### src/rtl/tmr_macros.svh
`ifndef TMR_MACROS_SVH
`define TMR_MACROS_SVH

// core clock in hertz, one tick per second with an all-ones prescale.
`define TMR_CLK_FREQ 125000000

// APB byte address width.
`define TMR_ADDR_W 7

// distance between the two channel register groups.
`define TMR_CH_STRIDE 7'h20

`endif

### src/rtl/tmr_pkg.sv
`include "tmr_macros.svh"

package tmr_pkg;

	typedef logic [31:0] tmr_word_t;
	typedef logic [`TMR_ADDR_W-1:0] tmr_addr_t;
	typedef logic [3:0] tmr_strb_t;

	// channel offsets are relative to the group base.
	typedef enum logic [`TMR_ADDR_W-1:0] {
		REG_PRESCALE   = 7'h00,
		REG_RELOAD     = 7'h04,
		REG_CTRL       = 7'h08,
		REG_COUNT      = 7'h0C,
		REG_EVENTS     = 7'h10,
		REG_IRQ_STATUS = 7'h40,
		REG_IRQ_MASK   = 7'h44
	} tmr_reg_e;

	// CTRL bits; the two clear bits are write-one commands and read back as zero.
	localparam int CTRL_ENABLE     = 0;
	localparam int CTRL_UP         = 1; // 0 counts down.
	localparam int CTRL_CLR_COUNT  = 2;
	localparam int CTRL_CLR_EVENTS = 3;

endpackage

### src/rtl/tmr_apb_regs.sv
`timescale 1ns/1ps
`include "tmr_macros.svh"

module tmr_apb_regs (
	input  logic                     clk_i,
	input  logic                     rst_i,
	input  logic                     psel_i,
	input  logic                     penable_i,
	input  logic                     pwrite_i,
	input  tmr_pkg::tmr_addr_t       paddr_i,
	input  tmr_pkg::tmr_word_t       pwdata_i,
	input  tmr_pkg::tmr_strb_t       pstrb_i,
	output tmr_pkg::tmr_word_t       prdata_o,
	output logic                     pready_o,
	output logic                     pslverr_o,
	output logic [1:0]               enable_o,
	output logic [1:0]               count_up_o,
	output logic [1:0]               clr_count_o,
	output logic [1:0]               clr_events_o,
	output tmr_pkg::tmr_word_t [1:0] prescale_o,
	output tmr_pkg::tmr_word_t [1:0] reload_o,
	input  tmr_pkg::tmr_word_t [1:0] count_i,
	input  tmr_pkg::tmr_word_t [1:0] events_i,
	input  logic [1:0]               pending_i,
	output logic [1:0]               mask_o
);
	import tmr_pkg::*;

	localparam tmr_addr_t CH_END = 2 * `TMR_CH_STRIDE;

	tmr_word_t [1:0] prescale_q;
	tmr_word_t [1:0] reload_q;
	logic [1:0]      enable_q;
	logic [1:0]      count_up_q;
	logic [1:0]      clr_count_q;
	logic [1:0]      clr_events_q;
	logic [1:0]      mask_q;
	logic            wr_en;
	logic            in_ch;
	logic            ch_sel;
	tmr_reg_e        ch_off;

	function automatic tmr_word_t strb_merge(input tmr_word_t cur, input tmr_word_t wdata,
		input tmr_strb_t strb);
		tmr_word_t res;
		res = cur;
		for (int b = 0; b < 4; b++) begin
			if (strb[b]) begin
				res[8*b +: 8] = wdata[8*b +: 8];
			end
		end
		return res;
	endfunction

	assign wr_en = psel_i && penable_i && pwrite_i; // access cycle of a write.
	assign in_ch = (paddr_i < CH_END);
	assign ch_sel = (paddr_i >= `TMR_CH_STRIDE);
	assign ch_off = tmr_reg_e'(ch_sel ? paddr_i - `TMR_CH_STRIDE : paddr_i);

	always_ff @(posedge clk_i) begin
		if (rst_i) begin
			prescale_q <= '1;
			reload_q <= '1;
			enable_q <= '0;
			count_up_q <= '0; // down.
			clr_count_q <= '0;
			clr_events_q <= '0;
			mask_q <= '0;
		end else begin
			clr_count_q <= '0;
			clr_events_q <= '0;
			if (wr_en && in_ch) begin
				case (ch_off)
					REG_PRESCALE: prescale_q[ch_sel] <= strb_merge(prescale_q[ch_sel], pwdata_i, pstrb_i);
					REG_RELOAD: reload_q[ch_sel] <= strb_merge(reload_q[ch_sel], pwdata_i, pstrb_i);
					REG_CTRL: begin
						if (pstrb_i[0]) begin
							enable_q[ch_sel] <= pwdata_i[CTRL_ENABLE];
							count_up_q[ch_sel] <= pwdata_i[CTRL_UP];
							clr_count_q[ch_sel] <= pwdata_i[CTRL_CLR_COUNT]; // one cycle pulse.
							clr_events_q[ch_sel] <= pwdata_i[CTRL_CLR_EVENTS];
						end
					end
					default: ;
				endcase
			end else if (wr_en && paddr_i == REG_IRQ_MASK && pstrb_i[0]) begin
				mask_q <= pwdata_i[1:0];
			end
		end
	end

	always_comb begin
		prdata_o = '0;
		if (in_ch) begin
			case (ch_off)
				REG_PRESCALE: prdata_o = prescale_q[ch_sel];
				REG_RELOAD: prdata_o = reload_q[ch_sel];
				REG_CTRL: begin
					prdata_o[CTRL_ENABLE] = enable_q[ch_sel];
					prdata_o[CTRL_UP] = count_up_q[ch_sel];
				end
				REG_COUNT: prdata_o = count_i[ch_sel];
				REG_EVENTS: prdata_o = events_i[ch_sel];
				default: prdata_o = '0;
			endcase
		end else if (paddr_i == REG_IRQ_STATUS) begin
			prdata_o[1:0] = pending_i;
		end else if (paddr_i == REG_IRQ_MASK) begin
			prdata_o[1:0] = mask_q;
		end
	end

	assign pready_o = 1'b1; // no wait states.
	assign pslverr_o = 1'b0;

	assign enable_o = enable_q;
	assign count_up_o = count_up_q;
	assign clr_count_o = clr_count_q;
	assign clr_events_o = clr_events_q;
	assign prescale_o = prescale_q;
	assign reload_o = reload_q;
	assign mask_o = mask_q;

endmodule

### src/rtl/tmr_channel.sv
`timescale 1ns/1ps
`include "tmr_macros.svh"

module tmr_channel (
	input  logic               clk_i,
	input  logic               rst_i,
	input  logic               enable_i,
	input  logic               count_up_i,
	input  tmr_pkg::tmr_word_t prescale_i,
	input  tmr_pkg::tmr_word_t reload_i,
	input  logic               clr_count_i,
	input  logic               clr_events_i,
	output tmr_pkg::tmr_word_t count_o,
	output tmr_pkg::tmr_word_t events_o,
	output logic               event_o
);
	import tmr_pkg::*;

	tmr_word_t presc_cnt_q;
	tmr_word_t presc_cnt;
	tmr_word_t presc_limit;
	tmr_word_t prescale_q;
	tmr_word_t count_q;
	tmr_word_t events_q;
	logic      event_q;
	logic      tick;
	logic      wrap;

	// all ones selects the one second period.
	assign presc_limit = (&prescale_i) ? tmr_word_t'(`TMR_CLK_FREQ - 1) : prescale_i;

	assign presc_cnt = (prescale_i != prescale_q) ? '0 : presc_cnt_q; // new value restarts.
	assign tick = enable_i && (presc_cnt == presc_limit);
	assign wrap = tick && (count_q == reload_i);

	// held at zero while disabled, so counting starts fresh on enable.
	always_ff @(posedge clk_i) begin
		if (rst_i) begin
			presc_cnt_q <= '0;
			prescale_q <= '1; // matches the register reset value.
		end else begin
			prescale_q <= prescale_i;
			if (!enable_i || tick) begin
				presc_cnt_q <= '0;
			end else begin
				presc_cnt_q <= presc_cnt + 1'b1;
			end
		end
	end

	always_ff @(posedge clk_i) begin
		if (rst_i) begin
			count_q <= '0;
			events_q <= '0;
			event_q <= 1'b0;
		end else begin
			event_q <= wrap;
			if (clr_count_i) begin
				count_q <= '0; // clear beats a tick.
			end else if (wrap) begin
				count_q <= '0;
			end else if (tick) begin
				if (count_up_i) begin
					count_q <= count_q + 1'b1;
				end else begin
					count_q <= count_q - 1'b1;
				end
			end

			if (clr_events_i) begin
				events_q <= '0;
			end else if (wrap) begin
				events_q <= events_q + 1'b1;
			end
		end
	end

	assign count_o = count_q;
	assign events_o = events_q;
	assign event_o = event_q;

endmodule

### src/rtl/tmr_irq_combine.sv
`timescale 1ns/1ps

module tmr_irq_combine (
	input  logic       clk_i,
	input  logic       rst_i,
	input  logic [1:0] event_i,
	input  logic [1:0] mask_i,
	input  logic       irq_ack_i,
	output logic [1:0] pending_o,
	output logic       irq_o
);

	logic [1:0] pending_q;
	logic [1:0] active;

	always_ff @(posedge clk_i) begin
		if (rst_i) begin
			pending_q <= '0;
		end else begin
			for (int c = 0; c < 2; c++) begin
				if (event_i[c]) begin
					pending_q[c] <= 1'b1; // a new event wins over the ack.
				end else if (irq_ack_i) begin
					pending_q[c] <= 1'b0;
				end
			end
		end
	end

	// masked flags only.
	assign active = pending_q & mask_i;

	assign pending_o = pending_q;
	assign irq_o = |active;

endmodule

### src/rtl/tmr_top.sv
`timescale 1ns/1ps

module tmr_top (
	input  logic               clk_i,
	input  logic               rst_i,
	input  logic               psel_i,
	input  logic               penable_i,
	input  logic               pwrite_i,
	input  tmr_pkg::tmr_addr_t paddr_i,
	input  tmr_pkg::tmr_word_t pwdata_i,
	input  tmr_pkg::tmr_strb_t pstrb_i,
	output tmr_pkg::tmr_word_t prdata_o,
	output logic               pready_o,
	output logic               pslverr_o,
	input  logic               irq_ack_i,
	output logic               irq_o
);
	import tmr_pkg::*;

	logic [1:0]      enable;
	logic [1:0]      count_up;
	logic [1:0]      clr_count;
	logic [1:0]      clr_events;
	logic [1:0]      ch_event;
	logic [1:0]      mask;
	logic [1:0]      pending;
	tmr_word_t [1:0] prescale;
	tmr_word_t [1:0] reload;
	tmr_word_t [1:0] count;
	tmr_word_t [1:0] events;

	tmr_apb_regs u_regs (
		.clk_i        (clk_i),
		.rst_i        (rst_i),
		.psel_i       (psel_i),
		.penable_i    (penable_i),
		.pwrite_i     (pwrite_i),
		.paddr_i      (paddr_i),
		.pwdata_i     (pwdata_i),
		.pstrb_i      (pstrb_i),
		.prdata_o     (prdata_o),
		.pready_o     (pready_o),
		.pslverr_o    (pslverr_o),
		.enable_o     (enable),
		.count_up_o   (count_up),
		.clr_count_o  (clr_count),
		.clr_events_o (clr_events),
		.prescale_o   (prescale),
		.reload_o     (reload),
		.count_i      (count),
		.events_i     (events),
		.pending_i    (pending),
		.mask_o       (mask)
	);

	// both channels run side by side.
	for (genvar c = 0; c < 2; c++) begin : g_ch
		tmr_channel u_ch (
			.clk_i        (clk_i),
			.rst_i        (rst_i),
			.enable_i     (enable[c]),
			.count_up_i   (count_up[c]),
			.prescale_i   (prescale[c]),
			.reload_i     (reload[c]),
			.clr_count_i  (clr_count[c]),
			.clr_events_i (clr_events[c]),
			.count_o      (count[c]),
			.events_o     (events[c]),
			.event_o      (ch_event[c])
		);
	end

	tmr_irq_combine u_irq (
		.clk_i     (clk_i),
		.rst_i     (rst_i),
		.event_i   (ch_event),
		.mask_i    (mask),
		.irq_ack_i (irq_ack_i),
		.pending_o (pending),
		.irq_o     (irq_o)
	);

endmodule

### config.mk
export PLATFORM = sky130hd
export DESIGN_NAME = tmr_top
export DESIGN_NICKNAME = d
export VERILOG_FILES = /design/src/rtl/tmr_pkg.sv /design/src/rtl/tmr_apb_regs.sv /design/src/rtl/tmr_channel.sv /design/src/rtl/tmr_irq_combine.sv /design/src/rtl/tmr_top.sv
export VERILOG_INCLUDE_DIRS = /design/src /design/src/rtl
export SDC_FILE = /design/constraint.sdc
export NUM_CORES = 1
export LEC_CHECK = 0
export ABC_AREA = 1
export BUFFER_PORTS_ARGS = -buffer_cell sky130_fd_sc_hd__buf_2
export CAP_MARGIN = 20
export CORE_ASPECT_RATIO = 0.9
export CORE_UTILIZATION = 55
export DETAILED_ROUTE_END_ITERATION = 6
export GPL_ROUTABILITY_DRIVEN = 1
export MAX_ROUTING_LAYER = met4
export PLACE_DENSITY_LB_ADDON = 0.15
export REMOVE_ABC_BUFFERS = 1
export SLEW_MARGIN = 20
export SYNTH_ARGS = -nofsm -noshare
export SYNTH_HDL_FRONTEND = slang
export SYNTH_SLANG_ARGS = --single-unit
### constraint.sdc
create_clock -name clk_i -period 3.27 [get_ports clk_i]
set_input_delay 0.1635 -clock clk_i [delete_from_list [all_inputs] [get_ports clk_i]]
set_output_delay 0.1635 -clock clk_i [all_outputs]
set_load 0.1 [all_outputs]
==> results.txt <==
- Post-Syn Area per Cell: a little over 6 µm²
- TritonCTS clock tree: yes
* Worst setup path category: reg -> reg
* Cell Pwr Density: between 300 and 400 nW/µm²
* Total I/O pin count: 84
- In this run the standard cell core region covers roughly 47000 µm².
* Final core utilization: 0.648
- Antenna violations before repair: 2
- The first global-routing pass estimated about 150000 µm of wire.
* Number of max-capacitance violations reported: 0
- DRC violation count after routing: 0
* Leading cell type in the layout, fill and taps excluded: nand2_1
- Maximum buffer depth of the clock tree: 3
- Total of endpoints with negative setup slack in the final report: 0
* Final Total Pwr: approximately 11 mW
- With fillers left out, the area of the finished cells amounts to 30200 µm².
- Across the routed clock network, the largest skew measured is 0.0195 ns.
* Clock tree root driver cell: clkbuf_16
* Sum of net half-perimeters after detailed placement: roughly 72000 µm
- The placed instances occupy a cell area of between 20000 and 30000 µm².
* Fraction of post-synthesis cell area in the top cell type by area: 0.306
* Count of final max-slew check failures: 0
* First DRT Iteration DRCs: 3648
- In this design, the stage delay of the slowest critical-path cell is around 0.34 ns.
- Leakage dissipation: around 15 nW
- Counting the buffers created by CTS gives 46.
- The final hold violation count came to 0.
* Library cells used by synthesis: approximately 50
* Floorplan row count: 75
- Top fanout value on the critical path: 16
- Largest net degree at the start of global routing: between 70 and 80
* Total wire length: just under 100000 µm
- Clock Sink Count: roughly 400
- Required time of the critical path: between 3 and 4 ns
* GRT Resource Usage Total: 0.401
* Area growth from synthesis to layout: 16.1%
* Portion of the post-synthesis area used by sequential elements: 0.306
* Starting density of the core: 0.558
* Slew at the pin with the worst max-slew slack: around 1.2 ns
* Achievable clock frequency: 0.315 GHz
- The synthesized design contains around 400 register bits.
- The largest individual stage delay along the critical path comes from the cell dfxtp_2.
- Data arrives at the worst endpoint at 3.65 ns.
- Latest clock arrival within the worst-skew pair: 0.61 ns
- Cell taking the most area after synthesis: dfxtp_1
* Vertical extent of the die: between 200 and 250 µm
- PortBufs: between 80 and 90
- In the finished design, the share of the clock period the worst path needs comes to 0.970.
- Grt total ovfl: 0
* Nature of the critical path startpoint: flip-flop
* Post-synthesis cell count: between 4000 and 5000
- In this run the tightest slew margin relative to its limit is 0.222.
- First-pass detailed-route iteration total: 7
- Antenna viol nets, final: 0
- After clock tree synthesis, the clock-pin slew on the worst setup and hold paths is approximately 0.06 ns.
- Outcome: completed
* Highest-count cells in the layout ignoring fill and taps: nand2_1 (1235), inv_1 (470), nor2_1 (388), dfxtp_1 (373), o21ai_0 (318)
* Total number of vias: slightly below 30000
* Vias in the first global route: roughly 26000
- In the routed layout, each cell is associated on average with a via count of about 5.8.
- The layout has approximately 4400 filler cells.
- Floorplan die width: 231 µm
- Critical path buffers and inverters: 4
- Sorting the synthesized cells by area gives the leading types as dfxtp_1 (31%), nand2_1 (18%), inv_1 (6.8%), o21ai_0 (6.1%), nor2_1 (5.9%).
- In this design, the critical path's most frequently occurring cell is nand2_1.
* CTS H-tree lvls: 2
* Series of cell instances along the critical path: xnor2_1 > nand2_1 > nor2_2 > nand2_1 > nor2_4 > buf_4 > buf_12 > nand3_1 > nand2_1 > nand2_1 > nor2_2 > nand2_1 > nor2_1 > nand2_1 > nor2_4 > buf_12 > nand3_1 > nand2_4 > clkbuf_16 > a21oi_1
- Tightest Hold Check Type: in -> reg
- Setup repair after global routing could not meet its margin everywhere.
- The die covers 48200 µm².
- Syn Std Cell Area: around 26000 µm²
- Family with the most delay on the worst path: simple AND/OR/NAND/NOR gates
* Final net count: around 4400
* Endpoint class of the critical path: flip-flop
* Ratio of cells with drive above 1 in the final layout: 0.102
- Across the VDD grid, the largest voltage drop is 335 µV.
* Period minus WS final: about 3.2 ns
- At the end of routability-driven placement, the weighted congestion stood at ~1.1.
- In the final routed layout, each cell accounts on average for between 15 and 20 µm.
- The Yosys step of the flow raised 0 warnings.
-- registers in the layout, summed over array words and instances (netlist names) --
register               flops
u_regs.count_up_o          2
u_regs.clr_events_o        2
g_ch.u_ch.prescale_q      64
u_regs.enable_o            2
u_regs.prescale_o         64
g_ch.u_ch.event_o          2
u_regs.mask_o              2
u_regs.reload_o           64
g_ch.u_ch.count_o         64
u_regs.clr_count_o         2
g_ch.u_ch.presc_cnt_q     64
g_ch.u_ch.events_o        64
u_irq.pending_o            2
-- layout make-up --
class / instances / area [µm²] / area share
multi-input cells: 3109 / 15500 / 0.514
flip-flops and latches: 398 / 8000 / 0.265
repair buffers: 271 / 2570 / 0.0850
inverters: 489 / 1840 / 0.0609
clock buffers: 69 / 1360 / 0.0449
well taps: 616 / 771 / 0.0255
clock inverters: 14 / 161 / 0.00534
diodes: 2 / 5.00 / 0.000165
-- tightest hold or removal path, delay by kind of cell --
family,cells,cell delay [ns]
AND/OR/NAND/NOR,4,0.34
buffers and inverters,1,0.09
-- where the power goes --
part           leakage (nW)  total [mW]  internal (mW)  switching (mW)
clock network         0.732        5.33           3.10            2.23
logic                  11.0       0.632          0.168           0.464
registers              3.20        4.85           4.85         0.00202
total                  14.9        10.8           8.12            2.70
-- metal layers --
| metal | track usage | share of wire |
|---|---|---|
| met1 | 0.526 | 0.41 |
| met3 | 0.0870 | 0.11 |
| met2 | 0.590 | 0.43 |
| met5 | - | 0 |
| met4 | 0.177 | 0.051 |
-- path summary, 6_finish.rpt --
kind                                                         start                               endpoint  slack, ns  depth (start not counted)
worst max-delay path            u_regs.prescale_o[39]$_SDFFE_PP1P_  g_ch[1].u_ch.count_o[28]$_SDFFE_PP0P_        0.1                         20
worst min-delay path                                    paddr_i[4]          u_regs.mask_o[1]$_SDFFE_PP0P_       0.03                          5
worst max register to register  u_regs.prescale_o[39]$_SDFFE_PP1P_  g_ch[1].u_ch.count_o[28]$_SDFFE_PP0P_        0.1                         20
worst min register to register     g_ch[1].u_ch.event_o$_SDFF_PP0_        u_irq.pending_o[1]$_SDFFE_PP0P_       0.44                          2
-- repair_timing --
action	in CTS	in global routing
hold endpoints to repair	19	0
buffers inserted	0	12
setup endpoints to repair	0	178
hold buffers	10	0
gates resized for setup	0	53
-- cells by family after synthesis --
group,synth area share
muxes,0.00922
other,0.000288
xor gates and xnor gates,0.0572
AOI/OAI and AO/OA,0.135
DFF,0.306
adders and majority gates,0.0323
buffers and inverters,0.103
and+or+nand+nor,0.357
-- through the flow --
stage	std cells	hold slack, ns	setup WS (ns)	TNS [ns]
2_1_floorplan	3996	0.236	-8.59	-1139.77
3_3_place_gp	4848	0.420	0.0522	0
3_5_place_dp	4848	0.433	0.0636	0
4_1_cts	4941	0.00221	0.0187	0
5_1_grt	4968	0.0562	-0.0521	-0.627
6_report	4968	0.0286	0.0967	0
-- Yosys cell counts, drive strengths merged --
cell and n:
nand2 1242, inv 488, nor2 418, dfxtp 398, o21ai 321, nand3 289
a21oi 230, nand4 175, xnor2 116, clkbuf 110, buf 76, ha 64
xor2 54, nor3 49, a221oi 35, mux2i 24, a31oi 17, a21o 14
nor4 11, or2 11, o21bai 6, a211oi 5, o21a 4, nor3b 3
o221ai 3, o31ai 3, conb 2, fa 2, nand3b 2, o211ai 2
o22ai 2, a31o 1, a32o 1, a41oi 1, clkinv 1, nor2b 1
o2111ai 1
No activity file was read; power rests on OpenSTA's default activity.
